`src/rtl/slm_pkg.sv`:
```
// shared widths, types, segment patterns and hex decoder for the slm control glue logic
package slm_pkg;

    // ====================
    // field widths
    // ====================
    localparam int SDRAM_ADDR_W   = 25;
    localparam int FRAME_ID_W     = 6;
    localparam int IMAGE_COUNT_W  = 7;
    localparam int CYCLES_W       = 16;
    localparam int GALVO_W        = 32;
    localparam int JTAG_STATE_W   = 7;
    localparam int SEGMENTS_W     = 7;
    localparam int SWITCHES_W     = 10;

    // word address on the shared sdram port
    typedef logic [SDRAM_ADDR_W-1:0]  sdram_addr_t;
    typedef logic [FRAME_ID_W-1:0]    frame_id_t;
    typedef logic [IMAGE_COUNT_W-1:0] image_count_t;
    typedef logic [CYCLES_W-1:0]      display_cycles_t;
    typedef logic [GALVO_W-1:0]       galvo_positions_t;
    typedef logic [JTAG_STATE_W-1:0]  jtag_state_t;
    // active low with segment a in bit 0 and segment g in bit 6
    typedef logic [SEGMENTS_W-1:0]    segments_t;
    typedef logic [7:0]               monitor_byte_t;
    typedef logic [SWITCHES_W-1:0]    switches_t;

    // ====================
    // opcodes and states
    // ====================
    // debug byte select taken from sw[7:0]
    typedef enum logic [7:0] {
        SEL_JTAG_STATES     = 8'd0,
        SEL_IMAGES_IN_MEM   = 8'd1,
        SEL_CYCLES_LOW      = 8'd2,
        SEL_CYCLES_HIGH     = 8'd3,
        SEL_GALVO_BYTE0     = 8'd4,
        SEL_GALVO_BYTE1     = 8'd5,
        SEL_GALVO_BYTE2     = 8'd6,
        SEL_GALVO_BYTE3     = 8'd7,
        SEL_SEQ_COUNT       = 8'd8,
        SEL_GALVO_SEQ_COUNT = 8'd9
    } monitor_select_e;

    // reset release order with one stage per step
    typedef enum logic [1:0] {
        STAGE_HOLD,
        STAGE_CORE,
        STAGE_WRITER,
        STAGE_RUNNING
    } reset_stage_e;

    // ====================
    // segment patterns
    // ====================
    localparam segments_t SEG_BLANK    = 7'b1111111;
    localparam segments_t SEG_LETTER_B = 7'b0000011;
    localparam segments_t SEG_LETTER_U = 7'b1000001;
    localparam segments_t SEG_LETTER_S = 7'b0010010;
    localparam segments_t SEG_LETTER_Y = 7'b0010001;

    // one nibble 0 to F to an active low digit
    function automatic segments_t hex_to_segments(input logic [3:0] digit);
        segments_t seg;
        case (digit)
            4'h0: seg = 7'b1000000;
            4'h1: seg = 7'b1111001;
            4'h2: seg = 7'b0100100;
            4'h3: seg = 7'b0110000;
            4'h4: seg = 7'b0011001;
            4'h5: seg = 7'b0010010;
            4'h6: seg = 7'b0000010;
            4'h7: seg = 7'b1111000;
            4'h8: seg = 7'b0000000;
            4'h9: seg = 7'b0010000;
            4'ha: seg = 7'b0001000;
            4'hb: seg = 7'b0000011;
            4'hc: seg = 7'b1000110;
            4'hd: seg = 7'b0100001;
            4'he: seg = 7'b0000110;
            default: seg = 7'b0001110;
        endcase
        return seg;
    endfunction

endpackage

```
`src/rtl/slm_reset_sequencer.sv`:
```
// stretches the reset key into three reset stages released one step apart
`timescale 1ns/1ps

module slm_reset_sequencer #(
    parameter int unsigned STEP_CYCLES = 5_000_000
) (
    input  logic CLOCK_50,
    input  logic reset_key,
    output logic delayed_reset,
    output logic delayed_reset_1,
    output logic delayed_reset_2
);

    // step counter runs 0 .. STEP_CYCLES-1
    localparam int unsigned COUNT_W = (STEP_CYCLES > 1) ? $clog2(STEP_CYCLES) : 1;
    localparam logic [COUNT_W-1:0] LAST_COUNT = COUNT_W'(STEP_CYCLES - 1);

    slm_pkg::reset_stage_e stage;
    slm_pkg::reset_stage_e next_stage;
    logic [COUNT_W-1:0]    step_count;
    logic                  step_done;

    // ====================
    // stage FSM
    // ====================
    assign step_done = (step_count == LAST_COUNT);

    // release order is core then writer then reader side
    always_comb begin
        case (stage)
            slm_pkg::STAGE_HOLD:   next_stage = slm_pkg::STAGE_CORE;
            slm_pkg::STAGE_CORE:   next_stage = slm_pkg::STAGE_WRITER;
            slm_pkg::STAGE_WRITER: next_stage = slm_pkg::STAGE_RUNNING;
            default:               next_stage = slm_pkg::STAGE_RUNNING;
        endcase
    end

    // key acts asynchronously while the release is synchronous
    always_ff @(posedge CLOCK_50 or posedge reset_key) begin
        if (reset_key) begin
            stage      <= slm_pkg::STAGE_HOLD;
            step_count <= '0;
        end else if (stage != slm_pkg::STAGE_RUNNING) begin
            if (step_done) begin
                // counter restarts for the next stage
                stage      <= next_stage;
                step_count <= '0;
            end else begin
                step_count <= step_count + 1'b1;
            end
        end
    end

    // ====================
    // stage outputs
    // ====================
    // each output stays high until its own stage is passed
    assign delayed_reset   = (stage == slm_pkg::STAGE_HOLD);
    assign delayed_reset_1 = (stage == slm_pkg::STAGE_HOLD) || (stage == slm_pkg::STAGE_CORE);
    assign delayed_reset_2 = (stage != slm_pkg::STAGE_RUNNING);

    // writer reset only drops once core reset was already low
    a_writer_after_core : assert property (
        @(posedge CLOCK_50) disable iff (reset_key)
        $fell(delayed_reset_1) |-> $past(!delayed_reset)
    );

    // reader stage only drops once writer reset was already low
    a_reader_after_writer : assert property (
        @(posedge CLOCK_50) disable iff (reset_key)
        $fell(delayed_reset_2) |-> $past(!delayed_reset_1)
    );

endmodule

```
`src/rtl/slm_sdram_access.sv`:
```
// shares the sdram command port between image writer and display reader and shows busy letters
`timescale 1ns/1ps

module slm_sdram_access (
    input  logic                CLOCK_50,
    input  logic                delayed_reset,
    input  logic                delayed_reset_2,
    input  logic                write_done,
    input  logic                write_request,
    input  logic                read_request,
    input  slm_pkg::sdram_addr_t write_address,
    input  slm_pkg::sdram_addr_t read_address,
    output slm_pkg::sdram_addr_t sdram_address,
    output logic                sdram_read_n,
    output logic                sdram_write_n,
    output logic                reader_reset,
    output slm_pkg::segments_t  hex5,
    output slm_pkg::segments_t  hex4,
    output slm_pkg::segments_t  hex3,
    output slm_pkg::segments_t  hex2
);

    // registered copy of the download-running level
    logic busy_q;

    // ====================
    // command port
    // ====================
    // writer owns the port until the download ends
    assign sdram_address = write_done ? read_address : write_address;

    // reads held off while the download runs
    assign sdram_read_n = ~(read_request & write_done);

    // writer request passes straight through
    assign sdram_write_n = ~write_request;

    // wait-request handling stays with the two masters
    // nothing is queued or held here

    // ====================
    // reader reset
    // ====================
    // reader stays in reset until the last stage and the download are both done
    assign reader_reset = delayed_reset_2 | ~write_done;

    // ====================
    // busy display
    // ====================
    // one cycle behind write_done
    always_ff @(posedge CLOCK_50 or posedge delayed_reset) begin
        if (delayed_reset) begin
            busy_q <= 1'b0;
        end else begin
            busy_q <= ~write_done;
        end
    end

    // "bUSy" across the upper four digits
    assign hex5 = busy_q ? slm_pkg::SEG_LETTER_B : slm_pkg::SEG_BLANK;
    assign hex4 = busy_q ? slm_pkg::SEG_LETTER_U : slm_pkg::SEG_BLANK;
    assign hex3 = busy_q ? slm_pkg::SEG_LETTER_S : slm_pkg::SEG_BLANK;
    assign hex2 = busy_q ? slm_pkg::SEG_LETTER_Y : slm_pkg::SEG_BLANK;

    // read and write strobes never active in the same cycle
    a_no_read_write_overlap : assert property (
        @(posedge CLOCK_50) disable iff (delayed_reset)
        !(!sdram_read_n && !sdram_write_n)
    );

endmodule

```
`src/rtl/slm_panel_monitor.sv`:
```
// frame override, trigger counters and switch-selected debug byte on two hex digits
`timescale 1ns/1ps

module slm_panel_monitor (
    input  logic                      CLOCK_50,
    input  logic                      delayed_reset,
    input  slm_pkg::switches_t        sw,
    input  slm_pkg::frame_id_t        host_frame_id,
    input  slm_pkg::jtag_state_t      jtag_states,
    input  slm_pkg::image_count_t     images_in_mem,
    input  slm_pkg::display_cycles_t  display_cycles,
    input  slm_pkg::galvo_positions_t galvo_positions,
    input  logic                      sequencing_trigger,
    input  logic                      galvo_sequencing_trigger,
    output slm_pkg::frame_id_t        static_frame_id,
    output logic                      trigger_activity,
    output slm_pkg::segments_t        hex1,
    output slm_pkg::segments_t        hex0
);

    // trigger counters that wrap at 255
    logic [7:0] seq_count;
    logic [7:0] galvo_seq_count;

    slm_pkg::monitor_select_e monitor_select;
    slm_pkg::monitor_byte_t   monitor_byte;

    // ====================
    // frame override
    // ====================
    // sw[9] forces the frame from the low switches
    assign static_frame_id = sw[9] ? sw[5:0] : host_frame_id;

    // either trigger lights ledr8
    assign trigger_activity = sequencing_trigger | galvo_sequencing_trigger;

    // ====================
    // trigger counters
    // ====================
    always_ff @(posedge CLOCK_50 or posedge delayed_reset) begin
        if (delayed_reset) begin
            seq_count       <= '0;
            galvo_seq_count <= '0;
        end else begin
            // one count per cycle the trigger is high
            if (sequencing_trigger) begin
                seq_count <= seq_count + 1'b1;
            end
            if (galvo_sequencing_trigger) begin
                galvo_seq_count <= galvo_seq_count + 1'b1;
            end
        end
    end

    // ====================
    // debug byte
    // ====================
    // low byte of the switches is the select opcode
    assign monitor_select = slm_pkg::monitor_select_e'(sw[7:0]);

    always_comb begin
        monitor_byte = '0;
        // sw[8] low keeps both digits at zero
        if (sw[8]) begin
            case (monitor_select)
                slm_pkg::SEL_JTAG_STATES:     monitor_byte = {1'b0, jtag_states};
                slm_pkg::SEL_IMAGES_IN_MEM:   monitor_byte = {1'b0, images_in_mem};
                slm_pkg::SEL_CYCLES_LOW:      monitor_byte = display_cycles[7:0];
                slm_pkg::SEL_CYCLES_HIGH:     monitor_byte = display_cycles[15:8];
                // galvo count one byte at a time
                slm_pkg::SEL_GALVO_BYTE0:     monitor_byte = galvo_positions[7:0];
                slm_pkg::SEL_GALVO_BYTE1:     monitor_byte = galvo_positions[15:8];
                slm_pkg::SEL_GALVO_BYTE2:     monitor_byte = galvo_positions[23:16];
                slm_pkg::SEL_GALVO_BYTE3:     monitor_byte = galvo_positions[31:24];
                slm_pkg::SEL_SEQ_COUNT:       monitor_byte = seq_count;
                slm_pkg::SEL_GALVO_SEQ_COUNT: monitor_byte = galvo_seq_count;
                // unknown opcodes show zero
                default:                      monitor_byte = '0;
            endcase
        end
    end

    // upper nibble on the left digit and lower nibble on the right
    assign hex1 = slm_pkg::hex_to_segments(monitor_byte[7:4]);
    assign hex0 = slm_pkg::hex_to_segments(monitor_byte[3:0]);

    // counters only move on a cycle with their trigger
    a_seq_count_hold : assert property (
        @(posedge CLOCK_50) disable iff (delayed_reset)
        !sequencing_trigger |=> $stable(seq_count)
    );

    a_galvo_count_hold : assert property (
        @(posedge CLOCK_50) disable iff (delayed_reset)
        !galvo_sequencing_trigger |=> $stable(galvo_seq_count)
    );

endmodule

```
`src/rtl/slm_control_top.sv`:
```
// top level of the slm control glue with reset stages, sdram port sharing and panel display
`timescale 1ns/1ps

module slm_control_top #(
    parameter int unsigned STEP_CYCLES = 5_000_000
) (
    input  logic                      CLOCK_50,
    input  logic                      reset_key,
    output logic                      core_reset,
    output logic                      writer_reset,

    // sdram masters and shared command port
    input  logic                      write_done,
    input  logic                      write_request,
    input  logic                      read_request,
    input  slm_pkg::sdram_addr_t      write_address,
    input  slm_pkg::sdram_addr_t      read_address,
    output slm_pkg::sdram_addr_t      sdram_address,
    output logic                      sdram_read_n,
    output logic                      sdram_write_n,
    output logic                      reader_reset,

    // host decoder values and panel
    input  slm_pkg::switches_t        sw,
    input  slm_pkg::frame_id_t        host_frame_id,
    input  slm_pkg::jtag_state_t      jtag_states,
    input  slm_pkg::image_count_t     images_in_mem,
    input  slm_pkg::display_cycles_t  display_cycles,
    input  slm_pkg::galvo_positions_t galvo_positions,
    input  logic                      sequencing_trigger,
    input  logic                      galvo_sequencing_trigger,
    output slm_pkg::frame_id_t        static_frame_id,
    output logic                      ledr8,
    output slm_pkg::segments_t        hex5,
    output slm_pkg::segments_t        hex4,
    output slm_pkg::segments_t        hex3,
    output slm_pkg::segments_t        hex2,
    output slm_pkg::segments_t        hex1,
    output slm_pkg::segments_t        hex0
);

    // staged resets
    logic delayed_reset;
    logic delayed_reset_2;

    // core reset also leaves the chip
    assign core_reset = delayed_reset;

    // ====================
    // reset stages
    // ====================
    slm_reset_sequencer #(
        .STEP_CYCLES     (STEP_CYCLES)
    ) u_reset_sequencer (
        .CLOCK_50        (CLOCK_50),
        .reset_key       (reset_key),
        .delayed_reset   (delayed_reset),
        .delayed_reset_1 (writer_reset),
        .delayed_reset_2 (delayed_reset_2)
    );

    // ====================
    // sdram port
    // ====================
    slm_sdram_access u_sdram_access (
        .CLOCK_50        (CLOCK_50),
        .delayed_reset   (delayed_reset),
        .delayed_reset_2 (delayed_reset_2),
        .write_done      (write_done),
        .write_request   (write_request),
        .read_request    (read_request),
        .write_address   (write_address),
        .read_address    (read_address),
        .sdram_address   (sdram_address),
        .sdram_read_n    (sdram_read_n),
        .sdram_write_n   (sdram_write_n),
        .reader_reset    (reader_reset),
        .hex5            (hex5),
        .hex4            (hex4),
        .hex3            (hex3),
        .hex2            (hex2)
    );

    // ====================
    // panel monitor
    // ====================
    slm_panel_monitor u_panel_monitor (
        .CLOCK_50                 (CLOCK_50),
        .delayed_reset            (delayed_reset),
        .sw                       (sw),
        .host_frame_id            (host_frame_id),
        .jtag_states              (jtag_states),
        .images_in_mem            (images_in_mem),
        .display_cycles           (display_cycles),
        .galvo_positions          (galvo_positions),
        .sequencing_trigger       (sequencing_trigger),
        .galvo_sequencing_trigger (galvo_sequencing_trigger),
        .static_frame_id          (static_frame_id),
        .trigger_activity         (ledr8),
        .hex1                     (hex1),
        .hex0                     (hex0)
    );

endmodule

```
`config.mk`:
```
export PLATFORM = sky130hd
export DESIGN_NAME = slm_control_top
export DESIGN_NICKNAME = d
export VERILOG_FILES = /design/src/rtl/slm_pkg.sv /design/src/rtl/slm_reset_sequencer.sv /design/src/rtl/slm_sdram_access.sv /design/src/rtl/slm_panel_monitor.sv /design/src/rtl/slm_control_top.sv
export SDC_FILE = /design/constraint.sdc
export NUM_CORES = 1
export LEC_CHECK = 0
export ABC_CLOCK_PERIOD_IN_PS = 3900
export BUFFER_PORTS_ARGS = -buffer_cell sky130_fd_sc_hd__buf_4
export CAP_MARGIN = 20
export CORE_ASPECT_RATIO = 0.9
export CORE_UTILIZATION = 46
export DETAILED_ROUTE_END_ITERATION = 12
export PLACE_DENSITY = 0.83
export RECOVER_POWER = 50
export SKIP_LAST_GASP = 1
export SLEW_MARGIN = 20
export SYNTH_ARGS = -nofsm -noshare
export SYNTH_HDL_FRONTEND = slang
export SYNTH_SLANG_ARGS = --single-unit
```
`constraint.sdc`:
```
create_clock -name CLOCK_50 -period 3.9 [get_ports CLOCK_50]
set_input_delay 0.585 -clock CLOCK_50 [delete_from_list [all_inputs] [get_ports CLOCK_50]]
set_output_delay 0.585 -clock CLOCK_50 [all_outputs]
set_load 0.05 [all_outputs]
```
* Word level (Yosys, flattened, before mapping)
Memories as Yosys holds them, arrays and structs flattened.
Cells that the tools add are included.
** Operators by class
- Add/subtract/negate cells :: 3
- Reductions and logical operators :: 4
- Muxes and demuxes :: 10
- Equal/unequal tests :: 12
- Bitwise operators :: 6
** Operators by type and width (number)
- $pmux W8 S10 :: 1
- $eq A8 B3 Y1 const B :: 4
- $mux W25 :: 1
- $add A23 B1 Y23 const B :: 1
- $eq A23 B23 Y1 const B :: 1
- $mux W23 :: 1
- $mux W7 :: 3
- $add A8 B1 Y8 const B :: 2
- $eq A8 B2 Y1 const B :: 2
- $eq A8 B4 Y1 const B :: 2
- $mux W6 :: 2
- $eq A8 B1 Y1 const B :: 1
- $logic_not A8 Y1 :: 1
- $mux W8 :: 1
- $pmux W2 S2 :: 1
- $not A1 Y1 :: 3
- $eq A2 B1 Y1 const B :: 1
- $logic_not A2 Y1 :: 1
- $ne A2 B2 Y1 const B :: 1
- $or A1 B1 Y1 :: 2
- $reduce_and A2 Y1 :: 1
- $and A1 B1 Y1 :: 1
- $logic_or A1 B1 Y1 :: 1
** Word-level totals
- Memories :: 2
- Logic and storage cells :: 42
- ROM bits :: 224
- Flip-flop bits (word level) :: 42
- Input port bits :: 135
- Output and inout port bits :: 79
** Memories
- (name not given) :: words 16, bits a word 7, read ports 1, clocked after memory_dff 0, write ports 0, line slm_pkg.sv:65 : case (digit)
- (name not given) :: words 16, bits a word 7, read ports 1, clocked after memory_dff 0, write ports 0, line slm_pkg.sv:65

* Depth between registers and ports, before layout
An unclocked memory read counts as a cell.
- Depth after elaboration :: 4
- Depth in mapped cells :: 13
- Mapped depth without buffers :: 11

* Hierarchy
From an unflattened synthesis, not the netlist that was laid out.
** Second synthesis, totals
- Cells, all modules :: 414
- Area total of the unflattened synthesis :: 4027.6 um^2
** By module, submodules not included
- slm_panel_monitor :: area an instance 2123.3 um^2, instances 1, sequential area each 400.4 um^2, cells an instance 221
- slm_reset_sequencer :: area an instance 1256.2 um^2, instances 1, sequential area each 625.6 um^2, cells an instance 130
- slm_sdram_access :: area an instance 648.1 um^2, instances 1, sequential area each 25.0 um^2, cells an instance 63

* Least setup slack after synthesis
OpenSTA, ideal clock, no wires.
- Path type :: input -> output
- Start :: input port sw[0]
- End :: output port hex0[2]
- Arrival :: 3621 ps
- Setup slack :: -306 ps
- Stages :: 10
- Path buffers :: 3
- Required time :: 3315 ps
- Path through :: buf_2 > buf_2 > buf_2 > nand2_1 > o21ai_0 > o2111ai_1 > a31oi_1 > inv_1 > ha_1 > o32ai_1
** On the way
- Word-level cells in the longest chain between the ends :: 4
- Elaborated cells between the ends (all ways) :: 13
- Those cells by class :: eq/ne: 9; mux: 2; reduce/logical: 1; memory: 1
** Ends and longest elaborated chain
- start, declared :: line slm_control_top.sv:24 : input slm_pkg::switches_t sw,
- $eq A8 B4 Y1 (tied with other cells) :: line slm_panel_monitor.sv:65 : case (monitor_select)
- $pmux W8 S10 * :: line slm_panel_monitor.sv:65
- $mux W8 * :: line slm_panel_monitor.sv:64 : if (sw[8]) begin
- $mem_v2 Z16 W7 *
- end, declared :: line slm_control_top.sv:39 : output slm_pkg::segments_t hex0
Mark *: on every way between the ends. The rest lies on a longest branch, timed or not.

* Worst setup path in the final report
- Start :: input port sw[4]
- End :: output port hex1[1]
** On the way
- Word-level cells in the longest chain between the ends :: 4
- Elaborated cells between the ends (all ways) :: 13
- Those cells by class :: eq/ne: 9; mux: 2; reduce/logical: 1; memory: 1
** Ends and longest elaborated chain
- $eq A8 B4 Y1 (tied with other cells) :: line slm_panel_monitor.sv:65
- $pmux W8 S10 * :: line slm_panel_monitor.sv:65
- $mux W8 * :: line slm_panel_monitor.sv:64
- $mem_v2 Z16 W7 *
- end, declared :: line slm_control_top.sv:38 : output slm_pkg::segments_t hex1,
Marks and branches as above.

==> summary.md <==
| Metric | Value |
|---|---|
| Status | `complete, but fails checks` |
| Violated checks | `design-rule violations` |
| Asr flop ratio synth | `1.00` |
| MaxCap Viol Count | `0` |
| CP max FO | `6` |
| First-pass GRT wire length | `16600 um` |
| Share of layout cells above drive strength 1 | `0.466` |
| H-tree levels | `2` |
| Root Buffer | `clkbuf_8` |
| Largest net degree at the start of global routing | `29` |
| Clk pwr share | `0.260` |
| CP Capture Type | `primary output` |
| Mux share of post-synthesis cell area | `0.205` |
| Setup crit start kind | `input pin` |
| TNS Setup | `0 ps` |
| CP required | `3310 ps` |
| Post-Syn Area per Cell | `9.29 um^2` |
| Synth Area in Compound Gates | `0.115` |
| Area grow syn2layout | `40.8%` |
| # IOs | `214` |
| Commonest non-fill, non-tap cell in the layout | `buf_4` |
| Antenna-violating nets left | `0` |
| Ys Warns | `0` |
| Ant diodes | `0` |
| Top cell by count, worst path | `buf_4` |
| Placer Congestion | `approximately 0.92` |
| Mapped Cells | `413` |
| Max Freq | `267 MHz` |
| CTS max path bufs | `2` |
| HP Class | `input pin to async pin` |
| Overflow after GRT | `0` |
| Reg clk slew, reported paths | `approximately 80 ps` |
| Combinational power share | `0.360` |
| Slowest stage delay, CP | `~620 ps` |
| Post-synth EDFFs | `0` |
| Endpoints failing hold | `0` |
| All-layer global routing usage | `0.243` |
| Post-synthesis sequential area ratio | `0.274` |
| # nets final | `741` |
| Post-CTS Resized | `0` |
| Final hold slack | `484 ps` |
| Antenna violations before repair | `0` |
| Sw Share | `0.349` |
| Final setup viols | `0` |
| CTS tree | `yes` |
| CTS buffer count | `5` |
| Worst EP arrival | `3160 ps` |
| Die Wd | `98.3 um` |
| Main synth FF type | `dfrtp_1` |
| DR pass1 iterations | `12` |
| Reg2Reg Setup Slack | `between 1000 and 1500 ps` |
| Largest family of logic cells by synthesized area | `multiplexers` |
| Post-layout util | `0.670` |
| Starting Density | `0.475` |
| Net Sw Power | `around 0.55 mW` |
| Hold buffer count at cts | `0` |
| Commonest non-fill, non-tap cells in the layout | `buf_4, mux2_2, dfrtp_1` |
| CP Cell Sequence | `buf_4 -> or4_1 -> nor2_2 -> nand2_1 -> a21oi_1 -> inv_1 -> ha_1 -> mux2_2 -> o22ai_2 -> buf_4` |
| Tmin final | `about 3700 ps` |
| # rows | `31` |
| Post-CTS Setup Inserts | `0` |
| Clk_skew | `roughly 4.2 ps` |
| Slowest CP cell | `or4_1` |
| Pleak | `2.59 nW` |
| Core area | `about 0.0081 mm^2` |
| Reg power frac | `0.380` |
| Setup CP Type | `input pin to primary output` |
| Vias per cell | `5.52` |
| First DRT Iteration DRCs | `around 220` |
| Post-synthesis adder-cell area fraction | `0.0489` |
| Die Y | `88.6 um` |
| Vias in the first global route | `3441` |
| Post-synth cell types | `63` |
| FF+latch count, synth | `42` |
| Clk sinks | `42` |
| Slew HR | `0.0818` |
| RSZ-0062 raised after global routing | `no` |
| Die area | `0.00871 mm^2` |
| Final Max Slew Viols | `0` |
| DRC Markers | `4` |
| Peak supply drop | `259 uV` |
| HPWL after detailed placement | `~9300 um` |
| Synthesized area | `0.00384 mm^2` |
| IO buf count | `205` |
| PD cells | `293 mW/mm^2` |
| DP Area | `0.00530 mm^2` |
| Synth Area in Simple Gates | `0.185` |
| Final instance area | `0.00540 mm^2` |
| DR WL/cell | `16.3 um` |
| Tcrit/Tclk final | `0.960` |
| Int Power | `1.03 mW` |
| Via count | `3813` |
| Worst-margin pin slew | `1380 ps` |
| Clock latency on the worst-skew pair | `about 300 ps` |
| WL final | `11300 um` |
| XOR/XNOR Fraction of Synth Area | `0.0776` |
## worst max-delay path: cells and delay by family
kind / cells / cell delay, ps
AND/OR/NAND/NOR: 3 / 920
buffers and inverters: 3 / 520
AO/OA/AOI/OAI: 2 / 530
multiplexers: 1 / 280
adder cells (fa/ha/maj): 1 / 330
## per-stage QoR
stage               total power [mW]  cells  worst slack (ps)
finish                          1.58    691               156
global route                    1.66    691              13.1
global placement                1.16    683               301
detailed placement              1.18    683               164
CTS                             1.59    691               161
floorplan                      0.971    420              45.6
## cell usage after synthesis (2+ instances only)
cell | count | share of area
xor2_1 | 9 | 0.021
a32o_1 | 2 | 0.0052
or2_2 | 2 | 0.0033
xnor2_1 | 25 | 0.057
and2_1 | 4 | 0.0065
a22o_1 | 6 | 0.014
nor2_1 | 23 | 0.023
mux2_2 | 45 | 0.13
and4_1 | 2 | 0.0046
o32ai_1 | 3 | 0.0069
o21ai_0 | 7 | 0.0091
a31oi_1 | 2 | 0.0033
a21boi_0 | 2 | 0.0039
a211oi_1 | 2 | 0.0039
inv_1 | 18 | 0.018
nand2_1 | 40 | 0.039
dfrtp_1 | 42 | 0.27
ha_1 | 15 | 0.049
o22ai_1 | 5 | 0.0082
buf_2 | 6 | 0.0078
nand2b_1 | 6 | 0.0098
nand3b_1 | 3 | 0.0059
buf_1 | 2 | 0.0020
a21oi_1 | 9 | 0.012
mux4_2 | 8 | 0.047
nor2b_1 | 5 | 0.0082
nand4_1 | 11 | 0.018
nand3_1 | 12 | 0.016
nor3_1 | 2 | 0.0026
and3_1 | 12 | 0.020
a311oi_1 | 2 | 0.0046
o211ai_1 | 4 | 0.0078
o31ai_1 | 2 | 0.0039
buf_4 | 27 | 0.053
mux2i_1 | 10 | 0.026
clkbuf_1 | 11 | 0.011
## power groups by stage
| stage | Clock (mW) | Combinational, mW | Sequential, mW |
|---|---|---|---|
| 3_5_place_dp | 0 | 0.572 | 0.608 |
| 6_report | 0.412 | 0.571 | 0.602 |
| 4_1_cts | 0.418 | 0.576 | 0.600 |
| 3_3_place_gp | 0 | 0.562 | 0.602 |
| 5_1_grt | 0.441 | 0.606 | 0.613 |
| 2_1_floorplan | 0 | 0.394 | 0.577 |
## state kept, by name (all words and copies together), names as in the netlist
register and cells:
u_reset_sequencer.stage 2, u_reset_sequencer.step_count 23, u_panel_monitor.seq_count 8, u_panel_monitor.galvo_seq_count 8, u_sdram_access.busy_q 1
## layer usage
metal / vias up / GRT usage / share of wire
met5: - / 0 / 0
met4: 0 / 0.0719 / 0.013
met3: 14 / 0.0340 / 0.061
met2: 191 / 0.434 / 0.52
met1: 1809 / 0.310 / 0.41
li1: 1799 / - / -
## kinds of logic after synthesis
logic type	Yosys count
AND/OR/NAND/NOR	134
flip-flops	42
other	1
buffers and inverters	65
adder cells (fa/ha/maj)	15
XOR/XNOR	34
AO/OA/AOI/OAI	59
multiplexers	63
## worst paths after layout
kind | from | to | cells past startpoint
setup / recovery | sw[4] | hex1[1] | 10
hold / removal | reset_key | u_reset_sequencer.step_count[16]$_DFFE_PP0P_ | 2
setup reg to reg | u_reset_sequencer.step_count[15]$_DFFE_PP0P_ | u_reset_sequencer.step_count[19]$_DFFE_PP0P_ | 5
hold reg to reg | u_reset_sequencer.step_count[13]$_DFFE_PP0P_ | u_reset_sequencer.step_count[13]$_DFFE_PP0P_ | 1
max in group asynchronous | u_reset_sequencer.stage[0]$_DFFE_PP0P_ | u_panel_monitor.seq_count[3]$_DFFE_PP0P_ | 1
min in group CLOCK_50 | u_reset_sequencer.step_count[13]$_DFFE_PP0P_ | u_reset_sequencer.step_count[13]$_DFFE_PP0P_ | 1
## layout make-up
type                            count  area (um^2)
Inverter                           18         67.6
Timing Repair Buffer              211         1550
Clock inverter                      3         68.8
Tap cell                           99          124
Clock buffer                        5         68.8
Sequential cell                    42         1050
Fill cell                         647         2670
Multi-Input combinational cell    313         2470
Note: power is estimated with default switching activity, not from simulation.
